[src/hw/battle_pkg.sv]
`default_nettype none

package battle_pkg;

    typedef enum logic [1:0] {
        species_none  = 2'd0,
        species_leaf  = 2'd1,
        species_water = 2'd2,
        species_fire  = 2'd3
    } species_t;

    typedef logic [1:0] damage_t;      // 0 miss .. 3 strongest
    typedef logic [4:0] roll_t;

    // pick vectors are one-hot: bit 0 leaf, bit 1 water, bit 2 fire
    typedef struct packed {
        logic       p1_select;
        logic       p2_select;
        logic [2:0] pick1;
        logic [2:0] pick2;
    } select_cmd_t;

    typedef struct packed {
        logic basic;
        logic special;
    } move_cmd_t;

    typedef struct packed {
        logic    strike;
        damage_t amount;
    } hit_t;

    typedef struct packed {
        logic    valid;
        logic    normal;                // basic move
        damage_t amount;
        logic    effective;             // type advantage on a special
    } outcome_t;

    typedef enum logic [2:0] {
        msg_none               = 3'd0,
        msg_direct_hit         = 3'd1,
        msg_not_very_effective = 3'd2,
        msg_super_effective    = 3'd3,
        msg_critical_hit       = 3'd4,
        msg_miss               = 3'd5
    } msg_t;

    localparam roll_t ROLL_LAST = 5'd28;   // counter runs 0..29
    localparam int HEALTH_W = 4;
    localparam logic [HEALTH_W-1:0] HEALTH_LIMIT = 4'd12;

    // active-low digit patterns, segment g in bit 6
    localparam logic [6:0] SEG_NONE  = 7'b1000000;
    localparam logic [6:0] SEG_LEAF  = 7'b1111001;
    localparam logic [6:0] SEG_WATER = 7'b0100100;
    localparam logic [6:0] SEG_FIRE  = 7'b0110000;

endpackage

`default_nettype wire

[src/hw/move_damage.sv]
`timescale 1ns/10ps
`default_nettype none

module move_damage
    import battle_pkg::*;
(
    input  species_t attacker,
    input  species_t defender,
    input  roll_t    roll,
    output damage_t  amount,
    output logic     effective
);

    logic [3:0] digit;
    logic       att_wins;
    logic       def_wins;

    function automatic logic beats(input species_t a, input species_t b);
        return (a == species_leaf  && b == species_water) ||
               (a == species_water && b == species_fire)  ||
               (a == species_fire  && b == species_leaf);
    endfunction

    assign digit    = 4'(roll % 5'd10);             // last decimal digit of the roll
    assign att_wins = beats(attacker, defender);
    assign def_wins = beats(defender, attacker);

    always_comb
    begin
        effective = 1'b0;
        if (att_wins)
        begin
            amount    = 2'd3;
            effective = 1'b1;
        end
        else if (def_wins)
            amount = (digit == 4'd0) ? 2'd0 : 2'd1;
        else if (digit == 4'd7)
            amount = 2'd3;                          // lucky roll, critical
        else if (digit == 4'd0)
            amount = 2'd0;
        else
            amount = 2'd2;
    end

endmodule

`default_nettype wire

[src/hw/health_tracker.sv]
`timescale 1ns/10ps
`default_nettype none

module health_tracker
    import battle_pkg::*;
#(
    parameter logic [HEALTH_W-1:0] HEALTH_FULL = 4'd9
)
(
    input  logic                clk,
    input  logic                resetn,
    input  logic                refill,
    input  hit_t                hit,
    output logic [HEALTH_W-1:0] health,
    output logic                knocked_out
);

    logic [HEALTH_W-1:0] level;

    // anything past the limit has wrapped below zero
    assign knocked_out = (level == '0) || (level >= HEALTH_LIMIT);

    always_ff @(posedge clk)
    begin
        if (!resetn)
        begin
            level  <= HEALTH_FULL;
            health <= HEALTH_FULL;
        end
        else
        begin
            if (refill)
                level <= HEALTH_FULL;               // new game overrides a hit
            else if (hit.strike)
                level <= level - HEALTH_W'(hit.amount);
            health <= (level <= HEALTH_LIMIT) ? level : '0;
        end
    end

endmodule

`default_nettype wire

[src/hw/message_select.sv]
`timescale 1ns/10ps
`default_nettype none

module message_select
    import battle_pkg::*;
(
    input  logic     clk,
    input  logic     resetn,
    input  outcome_t outcome,
    input  logic     draw,
    output msg_t     msg
);

    outcome_t last;
    msg_t     code;

    always_comb
    begin
        if (!last.valid)
            code = msg_none;
        else if (last.normal || last.amount == 2'd2)
            code = msg_direct_hit;
        else if (last.amount == 2'd1)
            code = msg_not_very_effective;
        else if (last.amount == 2'd3)
            code = last.effective ? msg_super_effective : msg_critical_hit;
        else
            code = msg_miss;
    end

    always_ff @(posedge clk)
    begin
        if (!resetn)
        begin
            last.valid <= 1'b0;
            msg        <= msg_none;
        end
        else
        begin
            if (outcome.valid)
                last <= outcome;
            msg <= draw ? code : msg_none;
        end
    end

endmodule

`default_nettype wire

[src/hw/species_seg7.sv]
`timescale 1ns/10ps
`default_nettype none

module species_seg7
    import battle_pkg::*;
(
    input  logic       clk,
    input  logic       resetn,
    input  species_t   species,
    output logic [6:0] seg
);

    always_ff @(posedge clk)
    begin
        if (!resetn)
            seg <= SEG_NONE;
        else
            case (species)
                species_leaf:  seg <= SEG_LEAF;     // digit 1
                species_water: seg <= SEG_WATER;
                species_fire:  seg <= SEG_FIRE;
                default:       seg <= SEG_NONE;
            endcase
    end

endmodule

`default_nettype wire

[src/hw/battle_control.sv]
`timescale 1ns/10ps
`default_nettype none

module battle_control
    import battle_pkg::*;
#(
    parameter damage_t BASIC_DAMAGE = 2'd2
)
(
    input  logic        clk,
    input  logic        resetn,
    input  select_cmd_t sel,
    input  move_cmd_t   move1,
    input  move_cmd_t   move2,
    input  damage_t     dmg1,
    input  damage_t     dmg2,
    input  logic        eff1,
    input  logic        eff2,
    input  logic        ko1,
    input  logic        ko2,
    output species_t    species1,
    output species_t    species2,
    output roll_t       roll,
    output hit_t        hit1,
    output hit_t        hit2,
    output logic        refill,
    output outcome_t    out1,
    output outcome_t    out2,
    output logic        p1_win,
    output logic        p2_win
);

    function automatic species_t decode_pick(input logic [2:0] pick, input species_t cur);
        species_t res;
        res = cur;                                  // no pick bit keeps the old choice
        if (pick[0])
            res = species_leaf;
        else if (pick[1])
            res = species_water;
        else if (pick[2])
            res = species_fire;
        return res;
    endfunction

    assign refill = sel.p1_select;

    // special wins over basic when both are set
    always_comb
    begin
        hit1.strike    = move1.basic | move1.special;
        hit1.amount    = move1.special ? dmg1 : BASIC_DAMAGE;
        out1.valid     = hit1.strike;
        out1.normal    = !move1.special;
        out1.amount    = hit1.amount;
        out1.effective = move1.special & eff1;

        hit2.strike    = move2.basic | move2.special;
        hit2.amount    = move2.special ? dmg2 : BASIC_DAMAGE;
        out2.valid     = hit2.strike;
        out2.normal    = !move2.special;
        out2.amount    = hit2.amount;
        out2.effective = move2.special & eff2;
    end

    always_ff @(posedge clk)
    begin
        if (!resetn)
        begin
            species1 <= species_none;
            species2 <= species_none;
            roll     <= '0;
            p1_win   <= 1'b0;
            p2_win   <= 1'b0;
        end
        else
        begin
            if (sel.p1_select)
                species1 <= decode_pick(sel.pick1, species1);
            if (sel.p2_select)
                species2 <= decode_pick(sel.pick2, species2);
            if (move1.special || move2.special)
                roll <= (roll > ROLL_LAST) ? '0 : roll + 5'd1;
            p1_win <= ko2;                          // player 2 down takes precedence
            p2_win <= !ko2 && ko1;
        end
    end

endmodule

`default_nettype wire

[src/hw/battle_top.sv]
`timescale 1ns/10ps
`default_nettype none

module battle_top
    import battle_pkg::*;
#(
    parameter logic [HEALTH_W-1:0] HEALTH_FULL = 4'd9,
    parameter damage_t BASIC_DAMAGE = 2'd2
)
(
    input  logic                clk,
    input  logic                resetn,
    input  select_cmd_t         sel,
    input  move_cmd_t           move1,
    input  move_cmd_t           move2,
    input  logic                draw_msg1,
    input  logic                draw_msg2,
    output logic [HEALTH_W-1:0] health1,
    output logic [HEALTH_W-1:0] health2,
    output logic                p1_win,
    output logic                p2_win,
    output logic [6:0]          seg1,
    output logic [6:0]          seg2,
    output msg_t                msg1,
    output msg_t                msg2
);

    species_t species1, species2;
    roll_t    roll;
    damage_t  dmg1, dmg2;
    logic     eff1, eff2;
    logic     ko1, ko2;
    logic     refill;
    hit_t     hit1, hit2;
    outcome_t out1, out2;

    battle_control #(.BASIC_DAMAGE(BASIC_DAMAGE)) control0 (
        .clk(clk), .resetn(resetn),
        .sel(sel), .move1(move1), .move2(move2),
        .dmg1(dmg1), .dmg2(dmg2), .eff1(eff1), .eff2(eff2),
        .ko1(ko1), .ko2(ko2),
        .species1(species1), .species2(species2), .roll(roll),
        .hit1(hit1), .hit2(hit2), .refill(refill),
        .out1(out1), .out2(out2),
        .p1_win(p1_win), .p2_win(p2_win)
    );

    // same rule, species order swapped for each attacker
    move_damage damage1 (.attacker(species1), .defender(species2), .roll(roll),
                         .amount(dmg1), .effective(eff1));
    move_damage damage2 (.attacker(species2), .defender(species1), .roll(roll),
                         .amount(dmg2), .effective(eff2));

    health_tracker #(.HEALTH_FULL(HEALTH_FULL)) tracker1 (
        .clk(clk), .resetn(resetn), .refill(refill), .hit(hit2),
        .health(health1), .knocked_out(ko1)
    );
    health_tracker #(.HEALTH_FULL(HEALTH_FULL)) tracker2 (
        .clk(clk), .resetn(resetn), .refill(refill), .hit(hit1),
        .health(health2), .knocked_out(ko2)
    );

    message_select message1 (.clk(clk), .resetn(resetn), .outcome(out1),
                             .draw(draw_msg1), .msg(msg1));
    message_select message2 (.clk(clk), .resetn(resetn), .outcome(out2),
                             .draw(draw_msg2), .msg(msg2));

    species_seg7 digit1 (.clk(clk), .resetn(resetn), .species(species1), .seg(seg1));
    species_seg7 digit2 (.clk(clk), .resetn(resetn), .species(species2), .seg(seg2));

endmodule

`default_nettype wire

[config.mk]
export PLATFORM = sky130hd
export DESIGN_NAME = battle_top
export DESIGN_NICKNAME = d
export VERILOG_FILES = /design/src/hw/battle_pkg.sv /design/src/hw/move_damage.sv /design/src/hw/health_tracker.sv /design/src/hw/message_select.sv /design/src/hw/species_seg7.sv /design/src/hw/battle_control.sv /design/src/hw/battle_top.sv
export SDC_FILE = /design/constraint.sdc
export NUM_CORES = 1
export LEC_CHECK = 0
export BUFFER_PORTS_ARGS = -buffer_cell sky130_fd_sc_hd__clkbuf_2
export CAP_MARGIN = 20
export CORE_UTILIZATION = 48
export CTS_CLUSTER_DIAMETER = 60
export DETAILED_ROUTE_END_ITERATION = 6
export PLACE_DENSITY = 0.85
export SLEW_MARGIN = 20
export SYNTH_ARGS = -nofsm -noshare
export SYNTH_HDL_FRONTEND = slang
export SYNTH_SLANG_ARGS = --single-unit
[constraint.sdc]
create_clock -name clk -period 2.15 [get_ports clk]
set_input_delay 0.1075 -clock clk [delete_from_list [all_inputs] [get_ports clk]]
set_output_delay 0.1075 -clock clk [all_outputs]
set_load 0.005 [all_outputs]
Word level (Yosys, flattened, before mapping)
Cells that the tools add are included.
{"block": "op_classes", "muxes": 30, "n_eq_ne": 13, "div": 1, "addsub": 3, "reduce_logical": 37, "n_lt_le_gt_ge": 5, "bitwise_logic": 9}
{"op": "$pmux W7 S3", "count": 2}
{"op": "$mux W2", "count": 16}
{"op": "$eq A2 B2 Y1 const B", "count": 8}
{"op": "$logic_not A4 Y1", "count": 3}
{"op": "$mux W3", "count": 4}
{"op": "$reduce_and A2 Y1", "count": 6}
{"op": "$reduce_or A5 Y1", "count": 2}
{"op": "$logic_or A1 B1 Y1", "count": 9}
{"op": "$eq A2 B1 Y1 const B", "count": 4}
{"op": "$ge A4 B4 Y1 const B", "count": 2}
{"op": "$le A4 B4 Y1 const B", "count": 2}
{"op": "$mux W4", "count": 2}
{"op": "$reduce_or A4 Y1", "count": 2}
{"op": "$sub A4 B2 Y4", "count": 2}
{"op": "$logic_and A1 B1 Y1", "count": 7}
{"op": "$reduce_and A3 Y1", "count": 2}
{"op": "$reduce_bool A3 Y1", "count": 2}
{"op": "$add A5 B1 Y5 const B", "count": 1}
{"op": "$gt A5 B5 Y1 const B", "count": 1}
{"op": "$mod A5 B4 Y5 const B", "count": 1}
{"op": "$mux W1", "count": 5}
{"op": "$mux W5", "count": 1}
{"op": "$not A1 Y1", "count": 5}
{"op": "$eq A4 B3 Y1 const B", "count": 1}
{"op": "other kinds (4)", "count": 8}
{"block": "totals", "register_bits": 57, "in_bits": 16, "out_inout_bits": 30}

Depth between registers and ports, before layout
Gate-level depths: netlist (run 1).
{"block": "depth", "depth_word": 8, "depth_mapped": 10, "mapped_depth_nobuf": 9}

Hierarchy
From an unflattened synthesis (run 1), not the netlist that was laid out.
{"block": "hier_totals", "cells_unflattened": 264, "area_unflattened_um2": 2503.7}
{"mod": "health_tracker", "cells_per_inst": 39, "area_per_inst_um2": 351.6, "seq_area_each_um2": 160.2, "instances": 2}
{"mod": "battle_control", "cells_per_inst": 72, "area_per_inst_um2": 576.8, "seq_area_each_um2": 220.2, "instances": 1}
{"mod": "message_select", "cells_per_inst": 19, "area_per_inst_um2": 279.0, "seq_area_each_um2": 200.2, "instances": 2}
{"mod": "move_damage", "cells_per_inst": 25, "area_per_inst_um2": 177.7, "seq_area_each_um2": 0.0, "instances": 2}
{"mod": "species_seg7", "cells_per_inst": 13, "area_per_inst_um2": 155.1, "seq_area_each_um2": 100.1, "instances": 2}

Worst setup path before layout (run 1)
Ideal clock, no wire load.
{"block": "synth_path", "path_kind": "reg-to-reg", "from": "register control0.species2[1]", "to": "register tracker2.level[1]", "stages_incl_launch_ff": 9, "n_path_buf": 1, "synth_period_minus_slack_ns": 2.057, "arrival_ns": 1.972, "required_time_ns": 2.064, "path_slack_ns": 0.093, "setup_time_ns": 0.086, "path_cell_list": "dfxtp_1 -> buf_2 -> nand4bb_1 -> nand3_2 -> mux2_4 -> a21oi_2 -> ha_1 -> fa_1 -> a211oi_1"}
{"element": "start, declared", "line": "battle_control.sv:22", "source": "output species_t species2,"}
{"element": "start signal, assigned", "line": "battle_control.sv:70", "source": "species2 <= species_none;"}
{"element": "start signal, assigned", "line": "battle_control.sv:80", "source": "species2 <= decode_pick(sel.pick2, species2);"}
{"element": "end signal, assigned", "line": "health_tracker.sv:35", "source": "level <= level - HEALTH_W'(hit.amount);"}
{"element": "end, declared", "line": "health_tracker.sv:18", "source": "logic [HEALTH_W-1:0] level;"}

==> flow_metrics.tcl, run 1 <==
set metrics [dict create \
    dr_total_vias 1704 \
    max_slew_margin_pct 66.0 \
    clk_latency_ns 0.31 \
    vdd_drop_max_mv 0.371 \
    drive_above_1_share_pct 27.0 \
    setup_violations 0 \
    switching_share_pct 26.0 \
    dr.pass1.iters 4 \
    netlist_area_um2 2220 \
    grt_pass1_vias 1492 \
    ys_types 46 \
    p_leak_nw 1.20 \
    async_flop_share_pct 0 \
    row_count 24 \
    via_per_inst 5.10 \
    io_pins 46 \
    powerDensity_nw_per_um2 723 \
    yosysTopAreaCell "dfxtp_1" \
    postLayoutCoreUtil_pct 60.8 \
    ctsHtreeMaxLevel 2 \
    cts_tree "done" \
    cell_internal_pwr_w 0.00143 \
    synthToLayoutAreaGrowth_pct 20.3 \
    synth.area.top_cells "dfxtp_1 41%, edfxtp_1 11%, nand2_1 5.9%" \
    numClockSinks 53 \
    critPathCaptureType "flop" \
    worst-path-max-fanout 7 \
    finClkSkew_ns 0.00578 \
    switching_power_w 0.000502 \
    pwr-share-comb_pct 14.0 \
    arrival_ns 2.35 \
    grt.overflow.total 0 \
    cts_hold_buf 0 \
    cap_violations 0 \
    portBuffers 43 \
    core-area_um2 4380 \
    layout.nets 305 \
    pwr-share-seq_pct 57.8 \
    hold_viol_final 0 \
    critPathKind "flop to flop" \
    drt_iter0_markers 67 \
    post-route-worst-setup-slack_ns 0.0200 \
    synth_top_area_share_pct 40.7 \
    grt_start_max_net_pins 29 \
    antenna_left 0 \
    ys_warn_count 0 \
    cp-start-kind "flop" \
    tightest_slew_ns 0.510 \
    syn_avg_cell_area_um2 9.39 \
    route.detailed.drc 0 \
    dieArea_um2 4890 \
    wl_per_cell_um 11.1 \
    fmax_ghz 0.469 \
    start_util_pct 50.5 \
    period_needed_ns 2.13 \
    status "completed" \
    track_usage_pct 15.9 \
    synth_seq_cells 53 \
    cts-root-buf "clkbuf_8" \
    gp_congestion 0.799 \
    critPathMaxStageDelay_ns 0.43 \
    dp_hpwl_um 2650 \
    reg2reg_setup_slack_ns 0.02 \
    synth_cells 236 \
    numCtsBuffers 5 \
    drv_slew 0 \
    crit_chain "nand4b_1, nand3_2, mux2_4, a21oi_4, ha_4, fa_1, a211oi_2" \
    required_ns 2.37 \
    clkPwrFrac_pct 28.2 \
    hold_class "input port to flop" \
    rsz0062_at_grt "yes" \
    yosysSeqAreaShare_pct 51.5 \
    die_h_um 69.9 \
    grt_pass1_wl_um 6270 \
    synth-edff-count 8 \
    die_w_um 69.9 \
    insertedDiodeCount 0 \
    slowest_stage "fa_1" \
    clkTransAtPathRegs_ns 0.09 \
    wirelength_um 3700 \
    dp_slack_ns -0.0461 \
    clockBufferDepth 2 \
    antenna_found_initial 0 \
    synth_common_cells "45 x dfxtp_1, 35 x nand2_1, 19 x nor2_1" \
    yosysMostFrequentCell "dfxtp_1" \
    post-route-period-util_pct 99.1 \
    ys.flop_type "dfxtp_1" \
]
==> final timing paths <==
kind                               end  cells after the start                 start
hold / removal    control0.species1[1]                      4                sel[3]
setup reg to reg     tracker2.level[1]                      7  control0.species1[1]
setup / recovery     tracker2.level[1]                      7  control0.species1[1]
hold reg to reg       message1.last[4]                      1      message1.last[4]
==> cells in the final DEF (no fill, tap or decap), drive strengths merged, types with 2 or more instances in the layout <==
cell	instances
nand2b	4
inv	19
or2	3
nand4b	2
xor2	6
nand3	5
dfxtp	45
and2	2
o21a	3
a21oi	10
nor2	19
nor2b	5
clkbuf	49
fa	2
xnor2	4
a211oi	2
edfxtp	8
conb	2
ha	6
nand2	35
nor4b	2
buf	6
a31oi	3
and3	5
o21ai	17
nor3	3
==> cell families after synthesis <==
family / Yosys count / share of synthesized area [%]
mux: 2 / 1.13
simple gates: 93 / 21.5
compound gates: 40 / 10.8
flops: 53 / 51.5
fa+ha+maj: 8 / 5.19
buf+inv: 29 / 5.82
other cells: 1 / 0.169
xor+xnor: 10 / 3.95
==> stage by stage <==
stage          power [W]  TNS, ns  instances  hold WS, ns  area, µm²
2_1_floorplan    0.00130        0        237        0.233       2220
3_3_place_gp     0.00137        0        323        0.387       2460
3_5_place_dp     0.00138  -0.0461        323        0.395       2460
4_1_cts          0.00192        0        331       0.0566       2550
5_1_grt          0.00202   -0.128        334       0.0802       2670
6_report         0.00193        0        334       0.0572       2670
==> worst max-delay path, delay by kind of cell, from the launching register on <==
kind                       cells  cell delay, ns
AOI/OAI and AO/OA              2            0.38
muxes                          1            0.32
and+or+nand+nor                2            0.38
adders and majority gates      2            0.58
DFF                            1            0.38
==> routing by layer <==
| layer | wire length, µm | share of wire (%) | global-route usage (%) |
|---|---|---|---|
| met5 | 0 | 0 | 0 |
| met4 | 63 | 1.7 | 6.67 |
| met3 | 150 | 4.0 | 3.46 |
| met2 | 1840 | 50 | 28.4 |
| met1 | 1650 | 44 | 18.2 |
==> cell type report <==
cell class	instances	area, µm²
Clock buffer	6	72.6
Inverter	17	63.8
Sequential cell	53	1160
Timing Repair Buffer	49	273
Tap cell	52	65.1
Multi-Input combinational cell	155	1020
Fill cell	372	1720
Clock inverter	2	12.5
==> power by group through the flow <==
stage	logic, W	registers, W	clock network, W
6_report	0.000270	0.00111	0.000545
5_1_grt	0.000306	0.00112	0.000595
4_1_cts	0.000248	0.00111	0.000557
3_5_place_dp	0.000247	0.00113	0
3_3_place_gp	0.000236	0.00113	0
2_1_floorplan	0.000175	0.00113	0
==> state kept, by name (all words and copies together), names as in the netlist <==
register,cells
message1.msg,3
message2.msg,3
control0.roll,5
message1.last,5
tracker2.level,4
control0.p2_win,1
tracker2.health,4
control0.p1_win,1
digit2.seg,5
control0.species2,2
digit1.seg,5
tracker1.health,4
message2.last,5
tracker1.level,4
control0.species1,2
==> what timing repair did <==
item | in CTS | in global routing
gates resized for setup | 4 | 18
setup buffers | 0 | 3
setup endpoints to repair | 1 | 4
pin swaps | 0 | 5
(Power assumes the default switching activity.)
==> run 2: changes to the inputs <==
- PLACE_DENSITY: 0.85 -> 0.74
==> run 2 against run 1 <==
  * Global-route usage increased by 0.30 points
  * Sequential share of layout area decreased by 0.73 points
  * Utilization is 0.97 points higher
  * Largest cell class unchanged
  * Largest power group unchanged
  * Worst hold slack lost 0.00076 ns
  * Via count is 1.4% lower
==> flow_metrics.tcl, run 2 (same netlist as run 1, synthesis figures left out) <==
set metrics [dict create \
    die_w_um 69.9 \
    setup_violations 0 \
    grt.overflow.total 0 \
    hold_start "sel[0]" \
    clkPwrFrac_pct 30.4 \
    cp-start-kind "flop" \
    period_needed_ns 2.12 \
    grt_pass1_wl_um 6250 \
    route.detailed.drc 0 \
    postLayoutCoreUtil_pct 61.8 \
    max_slew_margin_pct 64.3 \
    row_count 24 \
    core-area_um2 4380 \
    grt_util_met3_pct 4.91 \
    post-route-worst-setup-slack_ns 0.0298 \
    critPathKind "flop to flop" \
    insertedDiodeCount 0 \
    p_leak_nw 1.21 \
    hold_viol_final 0 \
    numCtsBuffers 5 \
    clkTransAtPathRegs_ns 0.09 \
    switching_share_pct 25.1 \
    io_pins 46 \
    vdd_drop_max_mv 0.429 \
    worst_r2r_startpoint "control0.species2[0]" \
    rsz0062_at_grt "yes" \
    clk_latency_ns 0.30 \
    required_ns 2.38 \
    grt-busiest-layer "met2" \
    status "completed" \
    fmax_ghz 0.472 \
    dp_slack_ns -0.0100 \
    mostFrequentLayoutCells "43 x clkbuf_2, 38 x dfxtp_1, 34 x nand2_1, 19 x nor2_1, 17 x inv_1" \
    hold_depth 4 \
    arrival_ns 2.35 \
    cell_internal_pwr_w 0.00150 \
    dp_hpwl_um 2650 \
    cts-root-buf "clkbuf_8" \
    tightest_slew_ns 0.536 \
    worst-path-max-fanout 8 \
    portBuffers 43 \
    reg2reg_depth 7 \
    critPathCaptureType "flop" \
    layout_commonest_cell "clkbuf_2" \
    r2r-end "tracker2.level[1]" \
    drt_iter0_markers 59 \
    numClockSinks 53 \
    gp_congestion 0.798 \
    via_per_inst 5.01 \
    cts_tree "done" \
    dr_total_vias 1680 \
    switching_power_w 0.000502 \
    wirelength_um 3820 \
    hold_class "input port to flop" \
    antenna_left 0 \
    drv_slew 0 \
    hold_slack_ns 0.0564 \
    finClkSkew_ns 0.00651 \
    pwr-share-seq_pct 55.8 \
    synthToLayoutAreaGrowth_pct 22.2 \
    reg2reg_setup_slack_ns 0.03 \
    post-route-period-util_pct 98.6 \
    dieArea_um2 4890 \
    dr.pass1.iters 4 \
    track_usage_pct 16.2 \
    layout.nets 306 \
    start_util_pct 50.5 \
    use_met1_pct 19.9 \
    met2_usage_pct 26.1 \
    min_delay_worst_endpoint "control0.species2[1]" \
    grt_pass1_vias 1453 \
    clockBufferDepth 2 \
    ctsHtreeMaxLevel 2 \
    pwr-share-comb_pct 13.8 \
    drive_above_1_share_pct 28.6 \
    wl_per_cell_um 11.4 \
    powerDensity_nw_per_um2 739 \
    cap_violations 0 \
    antenna_found_initial 0 \
    die_h_um 69.9 \
    grt_start_max_net_pins 29 \
]
## run 2: repair_timing
action	in CTS	in global routing
setup buffers	0	4
hold buffers	0	0
endpoints found under the setup margin	2	4
gates resized for setup	4	23
gates cloned	0	0
pin swaps	0	3
## run 2: cell type report
class,instances,area [µm²]
clock inverters,1,5.00
clock buffers,7,97.6
multi-input cells,155,1050
inverters,17,63.8
well taps,52,65.1
flip-flops and latches,53,1160
repair buffers,50,268
fillers,376,1680
## run 2: power groups by stage
stage / sequential (W) / combinational, W / clock [W]
2_1_floorplan: 0.00113 / 0.000175 / 0
3_3_place_gp: 0.00113 / 0.000238 / 0
3_5_place_dp: 0.00114 / 0.000244 / 0
4_1_cts: 0.00111 / 0.000245 / 0.000623
5_1_grt: 0.00113 / 0.000316 / 0.000658
6_report: 0.00112 / 0.000275 / 0.000609
## run 2: worst max path at each step
stage / startpoint / cells past startpoint / end / slack, ns
2_1_floorplan: control0.species2[1] / 8 / tracker2.level[1] / 0.09
3_3_place_gp: control0.species1[0] / 7 / tracker2.level[1] / 0.07
3_5_place_dp: control0.species1[0] / 7 / tracker2.level[1] / -0.01
4_1_cts: control0.species1[1] / 7 / tracker2.level[1] / 0.02
5_1_grt: control0.species2[0] / 7 / tracker1.level[1] / -0.04
6_report: control0.species2[0] / 7 / tracker2.level[1] / 0.03
## run 2: metal layers
layer,part of all wire [%],up-vias
met2,48,30
met3,3.7,7
li1,-,875
met1,46,768
met5,0,-
met4,1.6,0
## run 2: critical path: stages (launching register included)
cell      delay [ns]
dfxtp_4         0.39
nand4b_1        0.22
nand3_2         0.16
mux2_4          0.33
a21oi_4         0.18
ha_4            0.15
fa_1            0.43
a211oi_2        0.18
## run 2: per-stage QoR
stage / TNS (ns) / power [W] / area, µm² / instances
after floorplan: 0 / 0.00130 / 2220 / 237
after global placement: 0 / 0.00137 / 2460 / 323
after detailed placement: -0.0100 / 0.00138 / 2460 / 323
after CTS: 0 / 0.00198 / 2560 / 331
after global routing: -0.0904 / 0.00210 / 2710 / 335
final: 0 / 0.00200 / 2710 / 335
